<file path="src/design/icache_macros.svh">
`ifndef ICACHE_MACROS_SVH
`define ICACHE_MACROS_SVH

// fetch address and data word
`define ICACHE_ADDR_W   32
`define ICACHE_XLEN     64

// address split: tag | index | offset
`define ICACHE_OFFSET_W 5
`define ICACHE_INDEX_W  6
`define ICACHE_TAG_W    21

// 64-bit beats per 32-byte line
`define ICACHE_BEATS    4

// way count, power of two (2 or 4)
`define ICACHE_WAYS     2

`endif

</file>
<file path="src/design/icachePkg.sv">
`default_nettype none

`include "icache_macros.svh"

package icachePkg;

  // address fields, msb first
  typedef struct packed {
    logic [`ICACHE_TAG_W-1:0]   tag;
    logic [`ICACHE_INDEX_W-1:0] index;
    // word inside the line
    logic [1:0]                 wordSel;
    // byte inside the word, ignored
    logic [2:0]                 byteOff;
  } fetchFields_t;

  // one fetch address, seen raw or split into fields
  typedef union packed {
    logic [`ICACHE_ADDR_W-1:0] raw;
    fetchFields_t              fields;
  } fetchAddr_u;

  // full line, beat 0 in the low word
  typedef logic [`ICACHE_BEATS-1:0][`ICACHE_XLEN-1:0] cacheLine_t;

  // way number, wide enough for any way
  typedef logic [$clog2(`ICACHE_WAYS)-1:0] wayNum_t;

  // lookup / refill FSM
  typedef enum logic [2:0] {
    idle    = 3'd0,
    compare = 3'd1,
    miss    = 3'd2,
    getData = 3'd3,
    fill    = 3'd4
  } ctrlState_e;

endpackage

`default_nettype wire

</file>
<file path="src/design/cacheWayIf.sv">
`timescale 1ns/1ns
`default_nettype none

`include "icache_macros.svh"

// controller to ways, one instance shared by all ways
interface wayCtrlIf import icachePkg::*; ();
  // array read strobe and set
  logic                         lookupEn;
  logic [`ICACHE_INDEX_W-1:0]   lookupIndex;
  // tag of the request in compare
  logic [`ICACHE_TAG_W-1:0]     cmpTag;
  // one-cycle line write
  logic                         fillEn;
  wayNum_t                      fillWay;
  logic [`ICACHE_INDEX_W-1:0]   fillIndex;
  logic [`ICACHE_TAG_W-1:0]     fillTag;
  cacheLine_t                   fillLine;

  modport ctrl (
    output lookupEn, lookupIndex, cmpTag,
    output fillEn, fillWay, fillIndex, fillTag, fillLine
  );
  modport way (
    input lookupEn, lookupIndex, cmpTag,
    input fillEn, fillWay, fillIndex, fillTag, fillLine
  );
endinterface


`default_nettype wire

</file>
<file path="src/design/refillCtrl.sv">
`timescale 1ns/1ns
`default_nettype none

`include "icache_macros.svh"

module refillCtrl import icachePkg::*; (
  input  logic                       clk,
  input  logic                       rst_n,
  // fetch side
  input  logic                       valid_i,
  input  logic                       stall_n_i,
  input  fetchAddr_u                 addr_i,
  output logic                       addrOk_o,
  // memory read port
  output logic                       cacheRdValid_o,
  output logic [`ICACHE_ADDR_W-1:0]  cacheAddr_o,
  input  logic                       axiRdReady_i,
  input  logic [`ICACHE_XLEN-1:0]    rdData_i,
  input  logic                       dataValid_i,
  input  logic                       rdLast_i,
  // from the hit selector
  input  logic                       anyHit_i,
  input  logic [`ICACHE_WAYS-1:0]    lineValid_i,
  output fetchAddr_u                 reqAddr_o,
  output logic                       inCompare_o,
  wayCtrlIf.ctrl                     ctrl_o
);

  ctrlState_e curState;
  ctrlState_e nextState;
  fetchAddr_u reqLatch;
  logic       accept;
  logic       fillPhase;
  logic       reLookup;
  logic [1:0] beatCnt;
  cacheLine_t rdBuffer;
  logic [15:0] lfsr;
  wayNum_t    victim;

  // new request only when idle or on a hit and never while stalled
  assign addrOk_o = stall_n_i &&
                    ((curState == idle) || ((curState == compare) && anyHit_i));
  assign accept   = valid_i && addrOk_o;

  // fill takes two cycles to write and then re-read the set
  assign reLookup = (curState == fill) && fillPhase;

  always_ff @(posedge clk or negedge rst_n) begin
    if (!rst_n) begin
      curState <= idle;
    end else begin
      curState <= nextState;
    end
  end

  always_comb begin
    nextState = curState;
    case (curState)
      idle: begin
        if (accept) nextState = compare;
      end
      compare: begin
        // a stalled hit holds its word in compare
        if (!anyHit_i) nextState = miss;
        else if (accept) nextState = compare;
        else if (stall_n_i) nextState = idle;
      end
      miss: begin
        if (axiRdReady_i) nextState = getData;
      end
      getData: begin
        if (dataValid_i && rdLast_i) nextState = fill;
      end
      fill: begin
        // replay the lookup that now hits
        if (fillPhase) nextState = compare;
      end
      default: nextState = idle;
    endcase
  end

  always_ff @(posedge clk or negedge rst_n) begin
    if (!rst_n) begin
      fillPhase <= 1'b0;
    end else begin
      fillPhase <= (curState == fill) && !fillPhase;
    end
  end

  // request latch loaded on acceptance
  always_ff @(posedge clk or negedge rst_n) begin
    if (!rst_n) begin
      reqLatch <= '0;
    end else if (accept) begin
      reqLatch <= addr_i;
    end
  end

  // beat counter restarting for every miss
  always_ff @(posedge clk or negedge rst_n) begin
    if (!rst_n) begin
      beatCnt <= '0;
    end else if (curState == miss) begin
      beatCnt <= '0;
    end else if ((curState == getData) && dataValid_i) begin
      beatCnt <= beatCnt + 2'd1;
    end
  end

  // refill buffer takes every beat so memory sees no back-pressure
  always_ff @(posedge clk) begin
    if ((curState == getData) && dataValid_i) begin
      rdBuffer[beatCnt] <= rdData_i;
    end
  end

  // x^16 + x^14 + x^13 + x^11 stepping once per fill
  always_ff @(posedge clk or negedge rst_n) begin
    if (!rst_n) begin
      lfsr <= 16'hACE1;
    end else if (ctrl_o.fillEn) begin
      lfsr <= {lfsr[14:0], lfsr[15] ^ lfsr[13] ^ lfsr[12] ^ lfsr[10]};
    end
  end

  // lowest invalid way wins and the LFSR picks otherwise
  always_comb begin
    victim = wayNum_t'(lfsr);
    for (int w = `ICACHE_WAYS - 1; w >= 0; w--) begin
      if (!lineValid_i[w]) victim = wayNum_t'(w);
    end
  end

  // line base of the latched request
  assign cacheRdValid_o = (curState == miss);
  assign cacheAddr_o    = {reqLatch.fields.tag, reqLatch.fields.index,
                           {`ICACHE_OFFSET_W{1'b0}}};

  assign reqAddr_o   = reqLatch;
  assign inCompare_o = (curState == compare);

  // lookup index from the port on accept and from the latch on replay
  assign ctrl_o.lookupEn    = accept || reLookup;
  assign ctrl_o.lookupIndex = accept ? addr_i.fields.index : reqLatch.fields.index;
  assign ctrl_o.cmpTag      = reqLatch.fields.tag;
  assign ctrl_o.fillEn      = (curState == fill) && !fillPhase;
  assign ctrl_o.fillWay     = victim;
  assign ctrl_o.fillIndex   = reqLatch.fields.index;
  assign ctrl_o.fillTag     = reqLatch.fields.tag;
  assign ctrl_o.fillLine    = rdBuffer;

  // memory grants only a pending read request
  assert property (@(posedge clk) disable iff (!rst_n)
    axiRdReady_i |-> cacheRdValid_o)
    else $error("axiRdReady_i without a read request");

  // memory beats only while the line is being read
  assert property (@(posedge clk) disable iff (!rst_n)
    dataValid_i |-> (curState == getData))
    else $error("dataValid_i outside getData");

  assert property (@(posedge clk) disable iff (!rst_n)
    !(ctrl_o.fillEn && ctrl_o.lookupEn))
    else $error("fill and lookup in one cycle");

endmodule

`default_nettype wire

</file>
<file path="src/flat_wrapper.sv">
// flat-port wrapper written by rule: the top's interface ports become plain ports
module refillCtrl_flat import icachePkg::*;
  (clk, rst_n, valid_i, stall_n_i, addr_i, addrOk_o, cacheRdValid_o, cacheAddr_o, axiRdReady_i, rdData_i, dataValid_i, rdLast_i, anyHit_i, lineValid_i, reqAddr_o, inCompare_o, ctrl_o_lookupEn, ctrl_o_lookupIndex, ctrl_o_cmpTag, ctrl_o_fillEn, ctrl_o_fillWay, ctrl_o_fillIndex, ctrl_o_fillTag, ctrl_o_fillLine);
  wayCtrlIf ctrl_o_i ();
  input  logic clk;
  input  logic rst_n;
  input  logic valid_i;
  input  logic stall_n_i;
  input  fetchAddr_u addr_i;
  output logic addrOk_o;
  output logic cacheRdValid_o;
  output logic [`ICACHE_ADDR_W-1:0] cacheAddr_o;
  input  logic axiRdReady_i;
  input  logic [`ICACHE_XLEN-1:0] rdData_i;
  input  logic dataValid_i;
  input  logic rdLast_i;
  input  logic anyHit_i;
  input  logic [`ICACHE_WAYS-1:0] lineValid_i;
  output fetchAddr_u reqAddr_o;
  output logic inCompare_o;
  output wire logic [$bits(ctrl_o_i.lookupEn)-1:0] ctrl_o_lookupEn;
  output wire logic [$bits(ctrl_o_i.lookupIndex)-1:0] ctrl_o_lookupIndex;
  output wire logic [$bits(ctrl_o_i.cmpTag)-1:0] ctrl_o_cmpTag;
  output wire logic [$bits(ctrl_o_i.fillEn)-1:0] ctrl_o_fillEn;
  output wire logic [$bits(ctrl_o_i.fillWay)-1:0] ctrl_o_fillWay;
  output wire logic [$bits(ctrl_o_i.fillIndex)-1:0] ctrl_o_fillIndex;
  output wire logic [$bits(ctrl_o_i.fillTag)-1:0] ctrl_o_fillTag;
  output wire logic [$bits(ctrl_o_i.fillLine)-1:0] ctrl_o_fillLine;
  assign ctrl_o_lookupEn = ctrl_o_i.lookupEn;
  assign ctrl_o_lookupIndex = ctrl_o_i.lookupIndex;
  assign ctrl_o_cmpTag = ctrl_o_i.cmpTag;
  assign ctrl_o_fillEn = ctrl_o_i.fillEn;
  assign ctrl_o_fillWay = ctrl_o_i.fillWay;
  assign ctrl_o_fillIndex = ctrl_o_i.fillIndex;
  assign ctrl_o_fillTag = ctrl_o_i.fillTag;
  assign ctrl_o_fillLine = ctrl_o_i.fillLine;
  refillCtrl u_core (.clk(clk), .rst_n(rst_n), .valid_i(valid_i), .stall_n_i(stall_n_i), .addr_i(addr_i), .addrOk_o(addrOk_o), .cacheRdValid_o(cacheRdValid_o), .cacheAddr_o(cacheAddr_o), .axiRdReady_i(axiRdReady_i), .rdData_i(rdData_i), .dataValid_i(dataValid_i), .rdLast_i(rdLast_i), .anyHit_i(anyHit_i), .lineValid_i(lineValid_i), .reqAddr_o(reqAddr_o), .inCompare_o(inCompare_o), .ctrl_o(ctrl_o_i));
endmodule
</file>
<file path="config.mk">
export PLATFORM = sky130hd
export DESIGN_NAME = refillCtrl_flat
export DESIGN_NICKNAME = d
export VERILOG_FILES = /design/src/design/icachePkg.sv /design/src/design/cacheWayIf.sv /design/src/design/refillCtrl.sv /design/src/flat_wrapper.sv
export VERILOG_INCLUDE_DIRS = /design/src /design/src/design
export SDC_FILE = /design/constraint.sdc
export NUM_CORES = 1
export LEC_CHECK = 0
export ABC_AREA = 0
export BUFFER_PORTS_ARGS = -buffer_cell sky130_fd_sc_hd__buf_2
export CELL_PAD_IN_SITES_DETAIL_PLACEMENT = 0
export CELL_PAD_IN_SITES_GLOBAL_PLACEMENT = 1
export CORE_AREA = 2 2 190 192
export CTS_BUF_LIST = sky130_fd_sc_hd__clkbuf_2
export DETAILED_ROUTE_END_ITERATION = 7
export DIE_AREA = 0 0 192 194
export PLACE_DENSITY = 0.65
export SLEW_MARGIN = 30
export SYNTH_ARGS = -nofsm -noshare
export SYNTH_HDL_FRONTEND = slang
export SYNTH_SLANG_ARGS = --single-unit
export TNS_END_PERCENT = 30
</file>
<file path="constraint.sdc">
create_clock -name clk -period 3.8 [get_ports clk]
set_input_delay 0.95 -clock clk [delete_from_list [all_inputs] [get_ports clk]]
set_output_delay 0.95 -clock clk [all_outputs]
set_load 0.01 [all_outputs]
</file>
======== Yosys cells after proc, flatten, opt, wreduce, memory -nomap -nowiden ========
Index checks and enable logic that the tools add are counted.
storage, ports and cells
  flip-flop bits (word level) ............. 310
  bits of input ports ..................... 106
  output and inout port bits .............. 380
  word-level logic and storage cells ...... 54
operators by class
  $add $sub $neg .......................... 1
  magnitude comparators ................... 2
  equality and inequality tests ........... 9
  muxes and demuxes ....................... 16
  bitwise logic cells ..................... 3
  reduce and logical (&&, ||, !) cells .... 14
operator list
  kind                   count
  $bwmux W256            1
  $demux W64 S2          1
  $mux W64               1
  $mux W3                7
  $pmux W3 S5            1
  $logic_and A1 B1 Y1    8
  $ne A2 B1 Y1 const B   4
  $eq A3 B2 Y1 const B   2
  $mux W6                1
  $reduce_and A5 Y1      1
  $mux W2                2
  $ne A4 B3 Y1 const B   1
  $eq A3 B1 Y1 const B   1
  $eq A3 B3 Y1 const B   1
  $logic_not A3 Y1       1
  $lt A2 B3 Y1 const B   1
  $xor A1 B1 Y1          3
  $add A2 B1 Y2 const B  1
  $ge A2 B1 Y1 const B   1
  $logic_or A1 B1 Y1     2
  $mux W1                2
  $reduce_bool A2 Y1     1
  $logic_not A1 Y1       1

======== Longest topological paths before layout ========
Gate-level depths: netlist of the first run.
  depth in word-level cells ............... 8
  depth in mapped cells ................... 6
  gate-level depth less buffers ........... 4

======== Worst setup path after synthesis of the first run ========
No wires, ideal clock.
  kind .................................... input-to-reg
  start point ............................. input port dataValid_i
  end point ............................... register u_core.rdBuffer (netlist bit u_core.ctrl_o.fillLine[0]), enable pin
  library setup time ...................... 0.429 ns
  data arrival time ....................... 2.825 ns
  required time ........................... 3.371 ns
  slack ................................... 0.546 ns
  stages .................................. 3
  path buffers ............................ 1
  cell sequence ........................... and3_1 > clkbuf_1 > and2_1
between the ends
  longest elaborated chain between the ends .. 1
ends and longest elaborated chain
  what                             line                RTL
  from (decl)                      flat_wrapper.sv:15  input logic dataValid_i;
  $logic_and A1 B1 Y1              refillCtrl.sv:112   if ((curState == getData) && dataValid_i) begin
  to (signal, indexed assignment)  refillCtrl.sv:113   rdBuffer[beatCnt] <= rdData_i;
  to (decl)                        refillCtrl.sv:36    cacheLine_t rdBuffer;
No other way between the ends.
A chain may end at the register's enable or synchronous reset.

======== Final worst setup path of the first run ========
  start point ............................. register u_core.curState[0]
  end point ............................... output port ctrl_o_lookupIndex[2]
between the ends
  longest elaborated chain between the ends .. 6
  elaborated cells between the ends (all ways) .. 7
  classes of those cells .................. 1 x eq/ne; 1 x mux; 5 x reduce/logical
ends and longest elaborated chain
  what                     line                RTL
  from (decl)              refillCtrl.sv:29    ctrlState_e curState;
  from (signal assigned)   refillCtrl.sv:50    curState <= idle;
  from (signal assigned)   refillCtrl.sv:52    curState <= nextState;
  $eq A3 B1 Y1             refillCtrl.sv:42    ((curState == idle) || ((curState == compare) && anyHit_i));
  $logic_and A1 B1 Y1      refillCtrl.sv:42
  $logic_or A1 B1 Y1 (*)   refillCtrl.sv:42
  $logic_and A1 B1 Y1 (*)  refillCtrl.sv:41    assign addrOk_o = stall_n_i &&
  $logic_and A1 B1 Y1 (*)  refillCtrl.sv:43    assign accept = valid_i && addrOk_o;
  $mux W6 (*)              refillCtrl.sv:144   assign ctrl_o.lookupIndex = accept ? addr_i.fields.index : reqLatch.fields.index;
  to (decl)                flat_wrapper.sv:22  output wire logic [$bits(ctrl_o_i.lookupIndex)-1:0] ctrl_o_lookupIndex;
Every way passes the cells marked *; elsewhere a longest branch is shown, timed or not.

==> results of run 1 <==
-- sequential cells by signal, indices dropped and copies added (netlist names) --
signal                  count
u_core.ctrl_o.fillLine    256
u_core.reqAddr_o           32
u_core.lfsr                16
u_core.curState             3
u_core.beatCnt              2
u_core.fillPhase            1
-- power groups by stage --
stage	combinational [W]	sequential [W]	clock, W
finish	0.00195	0.00447	0.00214
global route	0.00209	0.00452	0.00245
CTS	0.00197	0.00449	0.00227
detailed placement	0.00197	0.00456	0
global placement	0.00198	0.00454	0
floorplan	0.00128	0.00464	0
-- cell families (layout without fill, tap and decap cells) --
kind of cell,count (synthesis),after routing
simple gates,26,26
xor+xnor,3,3
flops,310,310
fa+ha+maj,4,4
mux,55,55
buf+inv,91,618
other cells,1,10
compound gates,9,9
-- worst max-delay path: stages, from the launching register on --
cell and delay (ns):
dfrtp_1 0.57, nand2b_1 0.13, and3_4 0.21, nand2_2 0.31, mux2_4 0.33, buf_2 0.14
-- per-layer routing --
metal	vias up	share of wire
met1	2961	0.36
met4	4	0.029
met5	-	0.00080
met2	393	0.50
li1	2796	-
met3	49	0.12
-- final timing paths --
check,start,to,slack (ns),cells after the start
worst max-delay path,u_core.curState[0]$_DFFE_PN0P_,ctrl_o_lookupIndex[2],0.33,5
min in group asynchronous,rst_n,u_core.reqAddr_o[24]$_DFFE_PN0P_,0.56,2
worst min-delay path,rdData_i[35],u_core.ctrl_o.fillLine[163]$_DFFE_PP_,0.32,1
max in group asynchronous,rst_n,u_core.lfsr[7]$_DFFE_PN1P_,2.39,3
worst max register to register,u_core.curState[1]$_DFFE_PN0P_,u_core.ctrl_o.fillLine[165]$_DFFE_PP_,1.55,4
worst min register to register,u_core.lfsr[9]$_DFFE_PN0P_,u_core.lfsr[10]$_DFFE_PN1P_,0.43,1
-- cell type report --
cell class	instances	area [um2]	share of cell area
flip-flops and latches	310	9049	0.6544
repair buffers	488	2522	0.1824
multi-input cells	102	977.2	0.07067
well taps	461	576.8	0.04171
clock buffers	109	545.5	0.03945
clock inverters	18	133.9	0.009681
diodes	5	12.51	0.0009048
inverters	3	11.26	0.0008143
-- what timing repair did --
action,4_1_cts,5_1_grt
hold buffers,1,0
resized for setup,0,0
hold endpoints to repair,9,0
-- layout by cell type (no fill, tap or decap), types with 2 or more instances in the layout --
master     count
edfxtp_1     256
mux2_4         9
conb_1         5
ha_1           4
clkinv_4       2
and3_1         3
buf_2        480
mux2_2        45
dfstp_2        8
nand2b_1       4
buf_4          3
clkbuf_2     109
inv_2          2
clkinv_1       9
xnor2_1        3
bufinv_16      2
diode_2        5
buf_12         3
o21ai_0        3
nor2b_1        2
nand2_1        3
and2_4         4
clkinv_2       3
inv_1          3
dfrtp_1       46
nor2_1         3
-- per-stage QoR --
step                cells  setup slack [ns]  utilization  power, W
floorplan             503            0.5462            -  0.005927
global placement     1361            0.6624       0.3713  0.006520
detailed placement   1361            0.6431       0.3713  0.006522
CTS                  1489            0.1421       0.3909  0.008727
global route         1493           0.03798       0.3924  0.009070
finish               1496            0.3303       0.3926  0.008557
==> results.yml, run 1 <==
status:
  status: "finished, final reports clean"
floorplan:
  die_area_um2: 37250
  fp.dieH_um: 194
  design.core.area_um2: 35220
  ioPinCount: 486
  start_util: 0.3027
  die_w_um: 192
  rows: 69
sta:
  setup-violations-final: 0
  rsz0062_at_grt: "no"
  tns_ns: 0
  fmax_ghz: 0.2882
  post-route-period-util: 0.9131
  worstMarginPinSlew_ns: 0.5729
  skew_ns: 0.09244
  relSlewSlack: 0.6181
  holdWs_ns: 0.3189
  slew_viol_final: 0
  period_minus_slack_ns: 3.470
  hold_viol_final: 0
global_routing:
  overflow: 0
  gr-usage-met3: 0.06317
  grt_first_pass_wirelength_um: 37920
  grt_pass1_vias: 6085
  grt-busiest-layer: "met2"
  grt_max_degree: 65
  track_usage: 0.1405
  met1_usage: 0.1461
  use_met2: 0.2403
  antenna_found_initial: 6
power_and_ir_drop:
  switching_share: 0.3121
  peakVddDrop_mv: 0.4153
  comb_power_share: 0.228
  powerDensity_nw_per_um2: 618.8
  p_leak_nw: 5.920
  p_int_w: 0.005887
  seqPwrFrac: 0.522
  clkPwrFrac: 0.250
  switchingPower_w: 0.002670
place:
  gp_congestion: 0.7801
  port_buffers: 480
  placed_area_um2: 13080
  dp_hpwl_um: 19700
synthesis:
  synth_compound_area_frac: 0.005750
  ys_async_sr_fraction: 0.1742
  ys_warn_count: 0
  synth_edf_count: 256
  synth.area.mux_share: 0.06114
  synth-xor-area-share: 0.002464
  ys_types: 33
  yosysMostFrequentCell: "edfxtp_1"
  synth_top_family_by_area: "buffers and inverters"
  yosysTopAreaCell: "edfxtp_1"
  synth_area_per_cell_um2: 21.37
  syn_inst: 499
  synthAdderAreaFrac: 0.004694
  syn_area_um2: 10660
  ys_seq_elements: 310
  ys.flop_type: "edfxtp_1"
  yosysSeqAreaShare: 0.8487
  ys_top_cells_by_count: "256 x edfxtp_1, 82 x buf_4, 46 x dfrtp_1, 45 x mux2_2, 9 x mux2_4"
  yosys.area_share.simple: 0.01432
  synth_top_area_frac: 0.7210
  netlist_top_cells_area: "edfxtp_1 72%, dfrtp_1 11%, buf_4 5.8%, mux2_2 4.8%, dfstp_2 2.0%"
job:
  max_cap_viol_count: 0
detailed_routing:
  post_drt_wl_per_cell_um: 18.34
  viasPerCell: 4.146
  postRouteWirelength_um: 27440
  final_antenna_net_count: 0
  drcViolationCount: 0
  vias: 6203
  drt_iter0_drc: 346
  dr.pass1.iters: 4
finish:
  n_fill_cell: 3333
  drive_gt1_frac: 0.6563
  area_growth_pct: 29.70
  fin_nets: 1091
  final_cell_area_um2: 13830
clock_network:
  post-cts-setup-buffers: 0
  tritoncts: "yes"
  root_buffer: "clkbuf_2"
  cts_buffer_depth: 3
  h-tree-depth: 3
  cts_sinks: 310
  insertion_delay_ns: 0.85
  clkSlewWorstSetupHoldPaths_ns: 0.10
  cts-buffers-inserted: 76
setup_path:
  required_ns: 2.85
  cp-start-kind: "register"
  critPathMaxFanout: 15
  arrival_ns: 2.52
  path_class: "register to output port"
  setup.worst_path.end_class: "output port"
hold_path:
  hold_path_class: "input pin to register"
No activity file was read; power rests on OpenSTA's default activity.
==> inputs of run 2 (changes only) <==
--- a/config.mk
+++ b/config.mk
@@ -6,15 +6,15 @@
 export SDC_FILE = /design/constraint.sdc
 export NUM_CORES = 1
 export LEC_CHECK = 0
-export ABC_AREA = 0
+export ABC_AREA = 1
 export BUFFER_PORTS_ARGS = -buffer_cell sky130_fd_sc_hd__buf_2
 export CELL_PAD_IN_SITES_DETAIL_PLACEMENT = 0
 export CELL_PAD_IN_SITES_GLOBAL_PLACEMENT = 1
-export CORE_AREA = 2 2 190 192
+export CORE_AREA = 2 2 187 189
 export CTS_BUF_LIST = sky130_fd_sc_hd__clkbuf_2
 export DETAILED_ROUTE_END_ITERATION = 7
-export DIE_AREA = 0 0 192 194
-export PLACE_DENSITY = 0.65
+export DIE_AREA = 0 0 189 191
+export PLACE_DENSITY = 0.68
 export SLEW_MARGIN = 30
 export SYNTH_ARGS = -nofsm -noshare
 export SYNTH_HDL_FRONTEND = slang
==> run 2 against run 1 <==
Compared with the run above: via count is 8.2% higher; hold slack worse by 0.16 ns; non-clock buffer count is 5 higher; die area is 3.1% lower; setup slack better by 0.049 ns; area after synthesis is 0.55% higher; critical path depth is 1 higher; cell count is 8.8% higher; synthesized cell count is 24% higher.
==> results.yml, run 2 <==
clock_network:
  h-tree-depth: 3
  clkSlewWorstSetupHoldPaths_ns: 0.10
  root_buffer: "clkbuf_2"
  cts-buffers-inserted: 79
  cts_buffer_depth: 3
  cts_sinks: 310
  insertion_delay_ns: 0.86
  tritoncts: "yes"
synthesis:
  ys_types: 27
  ys_warn_count: 0
  ys_top_cells_by_count: "256 x edfxtp_1, 119 x nand2_1, 83 x buf_4, 46 x dfrtp_1, 43 x nand3_1"
  syn_area_um2: 10720
  yosysSeqAreaShare: 0.8441
  synth_top_area_frac: 0.7171
  yosysMostFrequentCell: "edfxtp_1"
  netlist_top_cells_area: "edfxtp_1 72%, dfrtp_1 11%, buf_4 5.8%, nand2_1 4.2%, nand3_1 2.0%"
  synth_edf_count: 256
  ys_seq_elements: 310
  ys.flop_type: "edfxtp_1"
  syn_inst: 620
  yosysTopAreaCell: "edfxtp_1"
  synth_area_per_cell_um2: 17.29
  ys_async_sr_fraction: 0.1742
sta:
  period_minus_slack_ns: 3.421
  holdWs_ns: 0.1546
  worstMarginPinSlew_ns: 0.7722
  rsz0062_at_grt: "no"
  slew_viol_final: 0
  setup-violations-final: 0
  relSlewSlack: 0.4852
  hold_viol_final: 0
  skew_ns: 0.08780
  post-route-period-util: 0.9002
  fmax_ghz: 0.2923
power_and_ir_drop:
  switchingPower_w: 0.002653
  switching_share: 0.3235
  seqPwrFrac: 0.515
  comb_power_share: 0.217
  p_total_w: 0.008201
  p_leak_nw: 6.209
  powerDensity_nw_per_um2: 587.5
  p_int_w: 0.005548
  peakVddDrop_mv: 0.3793
  clkPwrFrac: 0.268
floorplan:
  rows: 68
  ioPinCount: 486
  start_util: 0.3142
  die_area_um2: 36100
  design.core.area_um2: 34120
  die_w_um: 189
  fp.dieH_um: 191
detailed_routing:
  vias: 6710
  viasPerCell: 4.124
  drt_iter0_drc: 315
  drcViolationCount: 0
  postRouteWirelength_um: 27500
  dr.pass1.iters: 4
  post_drt_wl_per_cell_um: 16.90
  final_antenna_net_count: 0
setup_path:
  crit_family: "flip-flops"
  slowest_stage: "dfrtp_1"
  critPathMaxFanout: 33
  setup.worst_path.end_class: "output port"
  cpPeakStageDelay_ns: 0.46
  path_cells: "inv_1 > nand2_1 > a21oi_4 > nand2_8 > o31ai_1 > buf_2"
  arrival_ns: 2.47
  cp-start-kind: "register"
  path_class: "register to output port"
  required_ns: 2.85
  critPathBufInv: 2
finish:
  drive_gt1_frac: 0.5444
  layout_common_cells: "480 x buf_2, 256 x edfxtp_1, 119 x nand2_1, 112 x clkbuf_2, 46 x dfrtp_1"
  layout_commonest_cell: "buf_2"
  seq_area_um2: 9049
  fin_nets: 1216
  multi_input_area_um2: 972.2
  instances_no_fill: 1627
  n_fill_cell: 3314
  largest_reg_flops: 256
  area_growth_pct: 30.21
  final_cell_area_um2: 13960
place:
  gp_congestion: 0.7720
  dp_hpwl_um: 19600
  placed_area_um2: 13190
  port_buffers: 480
  place_inst: 1478
global_routing:
  track_usage: 0.1452
  antenna_found_initial: 2
  grt_first_pass_wirelength_um: 38830
  overflow: 0
  grt_max_degree: 65
  grt_pass1_vias: 6338
status:
  status: "finished, final reports clean"
hold_path:
  hold_path_class: "input pin to async pin"
job:
  max_cap_viol_count: 0
==> run 2: cell count changes in the layout (fill, tap and decap cells not counted), sizes merged, moves of 6 or more <==
cell    change
nand2     +120
mux2       -54
nand3      +43
inv        +18
clkinv     +13
buf         +6
nor2        +6
==> run 2: final cells by class <==
class / count / area share
multi-input cells: 203 / 0.06965
repair buffers: 493 / 0.1827
inverters: 19 / 0.005378
well taps: 455 / 0.04079
clock buffers: 112 / 0.04016
flip-flops and latches: 310 / 0.6483
clock inverters: 33 / 0.01273
diodes: 2 / 0.0003586
==> run 2: what timing repair did <==
item                                    4_1_cts  5_1_grt
resized for setup                             1        1
hold buffers                                  0        0
pin swaps                                     0        1
endpoints found under the setup margin        1        8
setup buffers                                 0        2
==> run 2: through the flow <==
step | TNS (ns) | utilization | setup slack (ns)
2_1_floorplan | -117.09 | - | -0.4574
3_3_place_gp | 0 | 0.3865 | 0.6703
3_5_place_dp | 0 | 0.3865 | 0.6286
4_1_cts | 0 | 0.4084 | 0.02700
5_1_grt | 0 | 0.4091 | 0.09437
6_report | 0 | 0.4091 | 0.3794
==> run 2: logic make-up (layout without fill, tap and decap cells) <==
logic type               count (synthesis)  in the layout  share of synthesized area
AND/OR/NAND/NOR                        182            182                    0.07260
flip-flops                             310            310                     0.8441
AO/OA/AOI/OAI                           10             10                   0.006419
adder cells (fa/ha/maj)                  4              4                   0.004669
XOR/XNOR                                 2              2                   0.001634
other                                    1              7                  0.0003498
buffers and inverters                  111            657                    0.07026
==> run 2: worst paths after layout <==
path                                                start                                     to  slack (ns)  depth (start not counted)
max in group asynchronous                           rst_n             u_core.lfsr[0]$_DFFE_PN1P_        2.86                          2
min in group clk                              rdData_i[5]   u_core.ctrl_o.fillLine[69]$_DFFE_PP_        0.30                          1
setup / recovery           u_core.curState[2]$_DFFE_PN0P_                        ctrl_o_lookupEn        0.38                          6
hold reg to reg                u_core.lfsr[8]$_DFFE_PN0P_             u_core.lfsr[9]$_DFFE_PN0P_        0.42                          2
hold / removal                                      rst_n       u_core.reqAddr_o[22]$_DFFE_PN0P_        0.15                          1
setup reg to reg           u_core.curState[2]$_DFFE_PN0P_  u_core.ctrl_o.fillLine[139]$_DFFE_PP_        1.51                          4
==> run 2: worst register-to-register path: stages (launching register included) <==
cell and delay (ns):
dfrtp_1 0.46, nor2_1 0.27, nand2_1 0.34, nor2_4 0.42
buf_12 0.32
==> run 2: power groups by stage <==
stage / sequential [W] / clock, W / combinational (W)
6_report: 0.00423 / 0.00220 / 0.00178
5_1_grt: 0.00428 / 0.00248 / 0.00195
4_1_cts: 0.00424 / 0.00231 / 0.00180
3_5_place_dp: 0.00430 / 0 / 0.00179
3_3_place_gp: 0.00430 / 0 / 0.00179
2_1_floorplan: 0.00441 / 0 / 0.00124
==> run 2: layer usage <==
metal / global-route usage / share of wire / vias to the layer above
li1: - / - / 3141
met1: 0.1601 / 0.37 / 3149
met2: 0.2550 / 0.52 / 388
met3: 0.05673 / 0.10 / 32
met4: 0.05078 / 0.016 / 0
met5: 0 / 0 / -
==> inputs of run 3 (changes only) <==
--- a/config.mk
+++ b/config.mk
@@ -15,6 +15,7 @@
 export DETAILED_ROUTE_END_ITERATION = 7
 export DIE_AREA = 0 0 189 191
 export PLACE_DENSITY = 0.68
+export REMOVE_ABC_BUFFERS = 1
 export SLEW_MARGIN = 30
 export SYNTH_ARGS = -nofsm -noshare
 export SYNTH_HDL_FRONTEND = slang
==> run 3 against run 2 <==
Compared with the run above: sequential power is 1% higher; cell count is 0.25% lower; combinational power is 3% higher; largest cell class unchanged.
==> results.yml, run 3 (same netlist as run 2, synthesis figures left out) <==
status:
  status: "finished, final reports clean"
setup_path:
  crit_start: "u_core.curState[1]$_DFFE_PN0P_"
  arrival_ns: 2.49
  r2r_setup_slack_ns: 1.37
  path_cells: "nor2_1 > nand3_2 > clkinv_1 > buf_2"
  cp-start-kind: "register"
  r2r_cells: 4
  cpPeakStageDelay_ns: 0.44
  rr_startpoint: "u_core.curState[2]$_DFFE_PN0P_"
  path_class: "register to output port"
  slowest_stage: "dfrtp_1"
  setup.worst_path.end_class: "output port"
  required_ns: 2.85
  r2r_end: "u_core.ctrl_o.fillLine[110]$_DFFE_PP_"
  critPathMaxFanout: 19
sta:
  hold_viol_final: 0
  setup-violations-final: 0
  period_minus_slack_ns: 3.437
  post-route-period-util: 0.9045
  holdWs_ns: 0.3553
  fin_ws_ns: 0.3629
  slew_viol_final: 0
  fmax_ghz: 0.2909
  skew_ns: 0.04028
  worstMarginPinSlew_ns: 0.8243
  relSlewSlack: 0.4492
  rsz0062_at_grt: "no"
global_routing:
  grt_pass1_vias: 6536
  overflow: 0
  grt_first_pass_wirelength_um: 41070
  track_usage: 0.1541
  grt_max_degree: 64
  antenna_found_initial: 3
place:
  dp_hpwl_um: 21130
  dp_slack_ns: 0.7253
  port_buffers: 480
  placed_area_um2: 13240
  gp_congestion: 0.7748
clock_network:
  insertion_delay_ns: 0.79
  cts-buffers-inserted: 76
  tritoncts: "yes"
  root_buffer: "clkbuf_2"
  h-tree-depth: 3
  cts_sinks: 310
  cts_buffer_depth: 3
  clkSlewWorstSetupHoldPaths_ns: 0.10
power_and_ir_drop:
  peakVddDrop_mv: 0.4131
  switching_share: 0.3220
  switchingPower_w: 0.002711
  clkPwrFrac: 0.273
  p_leak_nw: 6.263
  p_int_w: 0.005706
  comb_power_share: 0.218
  powerDensity_nw_per_um2: 599.1
  seqPwrFrac: 0.509
hold_path:
  hold_path_class: "input pin to register"
  hold_end: "u_core.ctrl_o.fillLine[56]$_DFFE_PP_"
  min_from: "rdData_i[56]"
  min_path_cells: 1
finish:
  fin_nets: 1219
  layout_commonest_cell: "buf_2"
  largest_reg_flops: 256
  final_cell_area_um2: 14050
  drive_gt1_frac: 0.5532
  area_growth_pct: 31.06
  final_util: 0.4118
  layout_common_cells: "480 x buf_2, 256 x edfxtp_1, 119 x nand2_1, 117 x clkbuf_2, 46 x dfrtp_1"
detailed_routing:
  post_drt_wl_per_cell_um: 17.94
  wl_met2_um: 14930
  dr.pass1.iters: 4
  drcViolationCount: 0
  postRouteWirelength_um: 29120
  drt_iter0_drc: 355
  wl_met1_um: 10970
  final_antenna_net_count: 0
  wl_met3_um: 2804
  highest_layer: "met4"
  vias: 6853
  viasPerCell: 4.222
job:
  max_cap_viol_count: 0
floorplan:
  rows: 68
  die_w_um: 189
  fp.dieH_um: 191
  die_area_um2: 36100
  start_util: 0.3142
  design.core.area_um2: 34120
  ioPinCount: 486
==> run 3: final cells by class <==
class	count	area, um2
diodes	2	5.005
clock buffers	117	585.6
clock inverters	18	158.9
fillers	3251	20070
inverters	19	71.32
multi-input cells	203	972.2
flip-flops and latches	310	9049
well taps	455	569.3
repair buffers	499	2639
==> run 3: worst max-delay path by stage <==
stage / to / slack (ns) / cells after the start
finish: ctrl_o_fillEn / 0.36 / 4
floorplan: u_core.ctrl_o.fillLine[0]$_DFFE_PP_ / -0.46 / 2
detailed placement: ctrl_o_lookupIndex[5] / 0.73 / 7
global placement: ctrl_o_lookupIndex[0] / 0.77 / 7
global route: ctrl_o_lookupIndex[5] / 0.03 / 10
CTS: ctrl_o_lookupIndex[5] / 0.07 / 7
==> run 3: per-layer routing <==
metal	vias to the layer above	track usage
li1	3144	-
met1	3248	0.1790
met2	424	0.2668
met3	37	0.04957
met4	0	0.05619
met5	-	0
==> run 3: through the flow <==
| stage | instances | power [W] | setup TNS [ns] |
|---|---|---|---|
| 2_1_floorplan | 532 | 0.005098 | -117.09 |
| 3_3_place_gp | 1482 | 0.006174 | 0 |
| 3_5_place_dp | 1482 | 0.006185 | 0 |
| 4_1_cts | 1618 | 0.008528 | 0 |
| 5_1_grt | 1623 | 0.008887 | 0 |
| 6_report | 1623 | 0.008417 | 0 |
==> run 3: power by group through the flow <==
stage               registers, W  clock network (W)  logic, W
finish                   0.00428            0.00230   0.00183
global route             0.00432            0.00257   0.00199
CTS                      0.00429            0.00241   0.00182
detailed placement       0.00437                  0   0.00182
global placement         0.00436                  0   0.00181
floorplan                0.00461                  0  0.000483
==> run 3: what timing repair did <==
action                                 in CTS  in global routing
setup buffers                               0                  3
gates resized for setup                     0                  2
endpoints found under the hold margin       5                  0
setup endpoints to repair                   0                  7
hold buffers                                1                  0
==> run 3: worst max-delay path, delay by kind of cell, from the launching register on <==
kind | cells | cell delay (ns)
buffers and inverters | 2 | 0.66
AND/OR/NAND/NOR | 2 | 0.59
flip-flops | 1 | 0.44
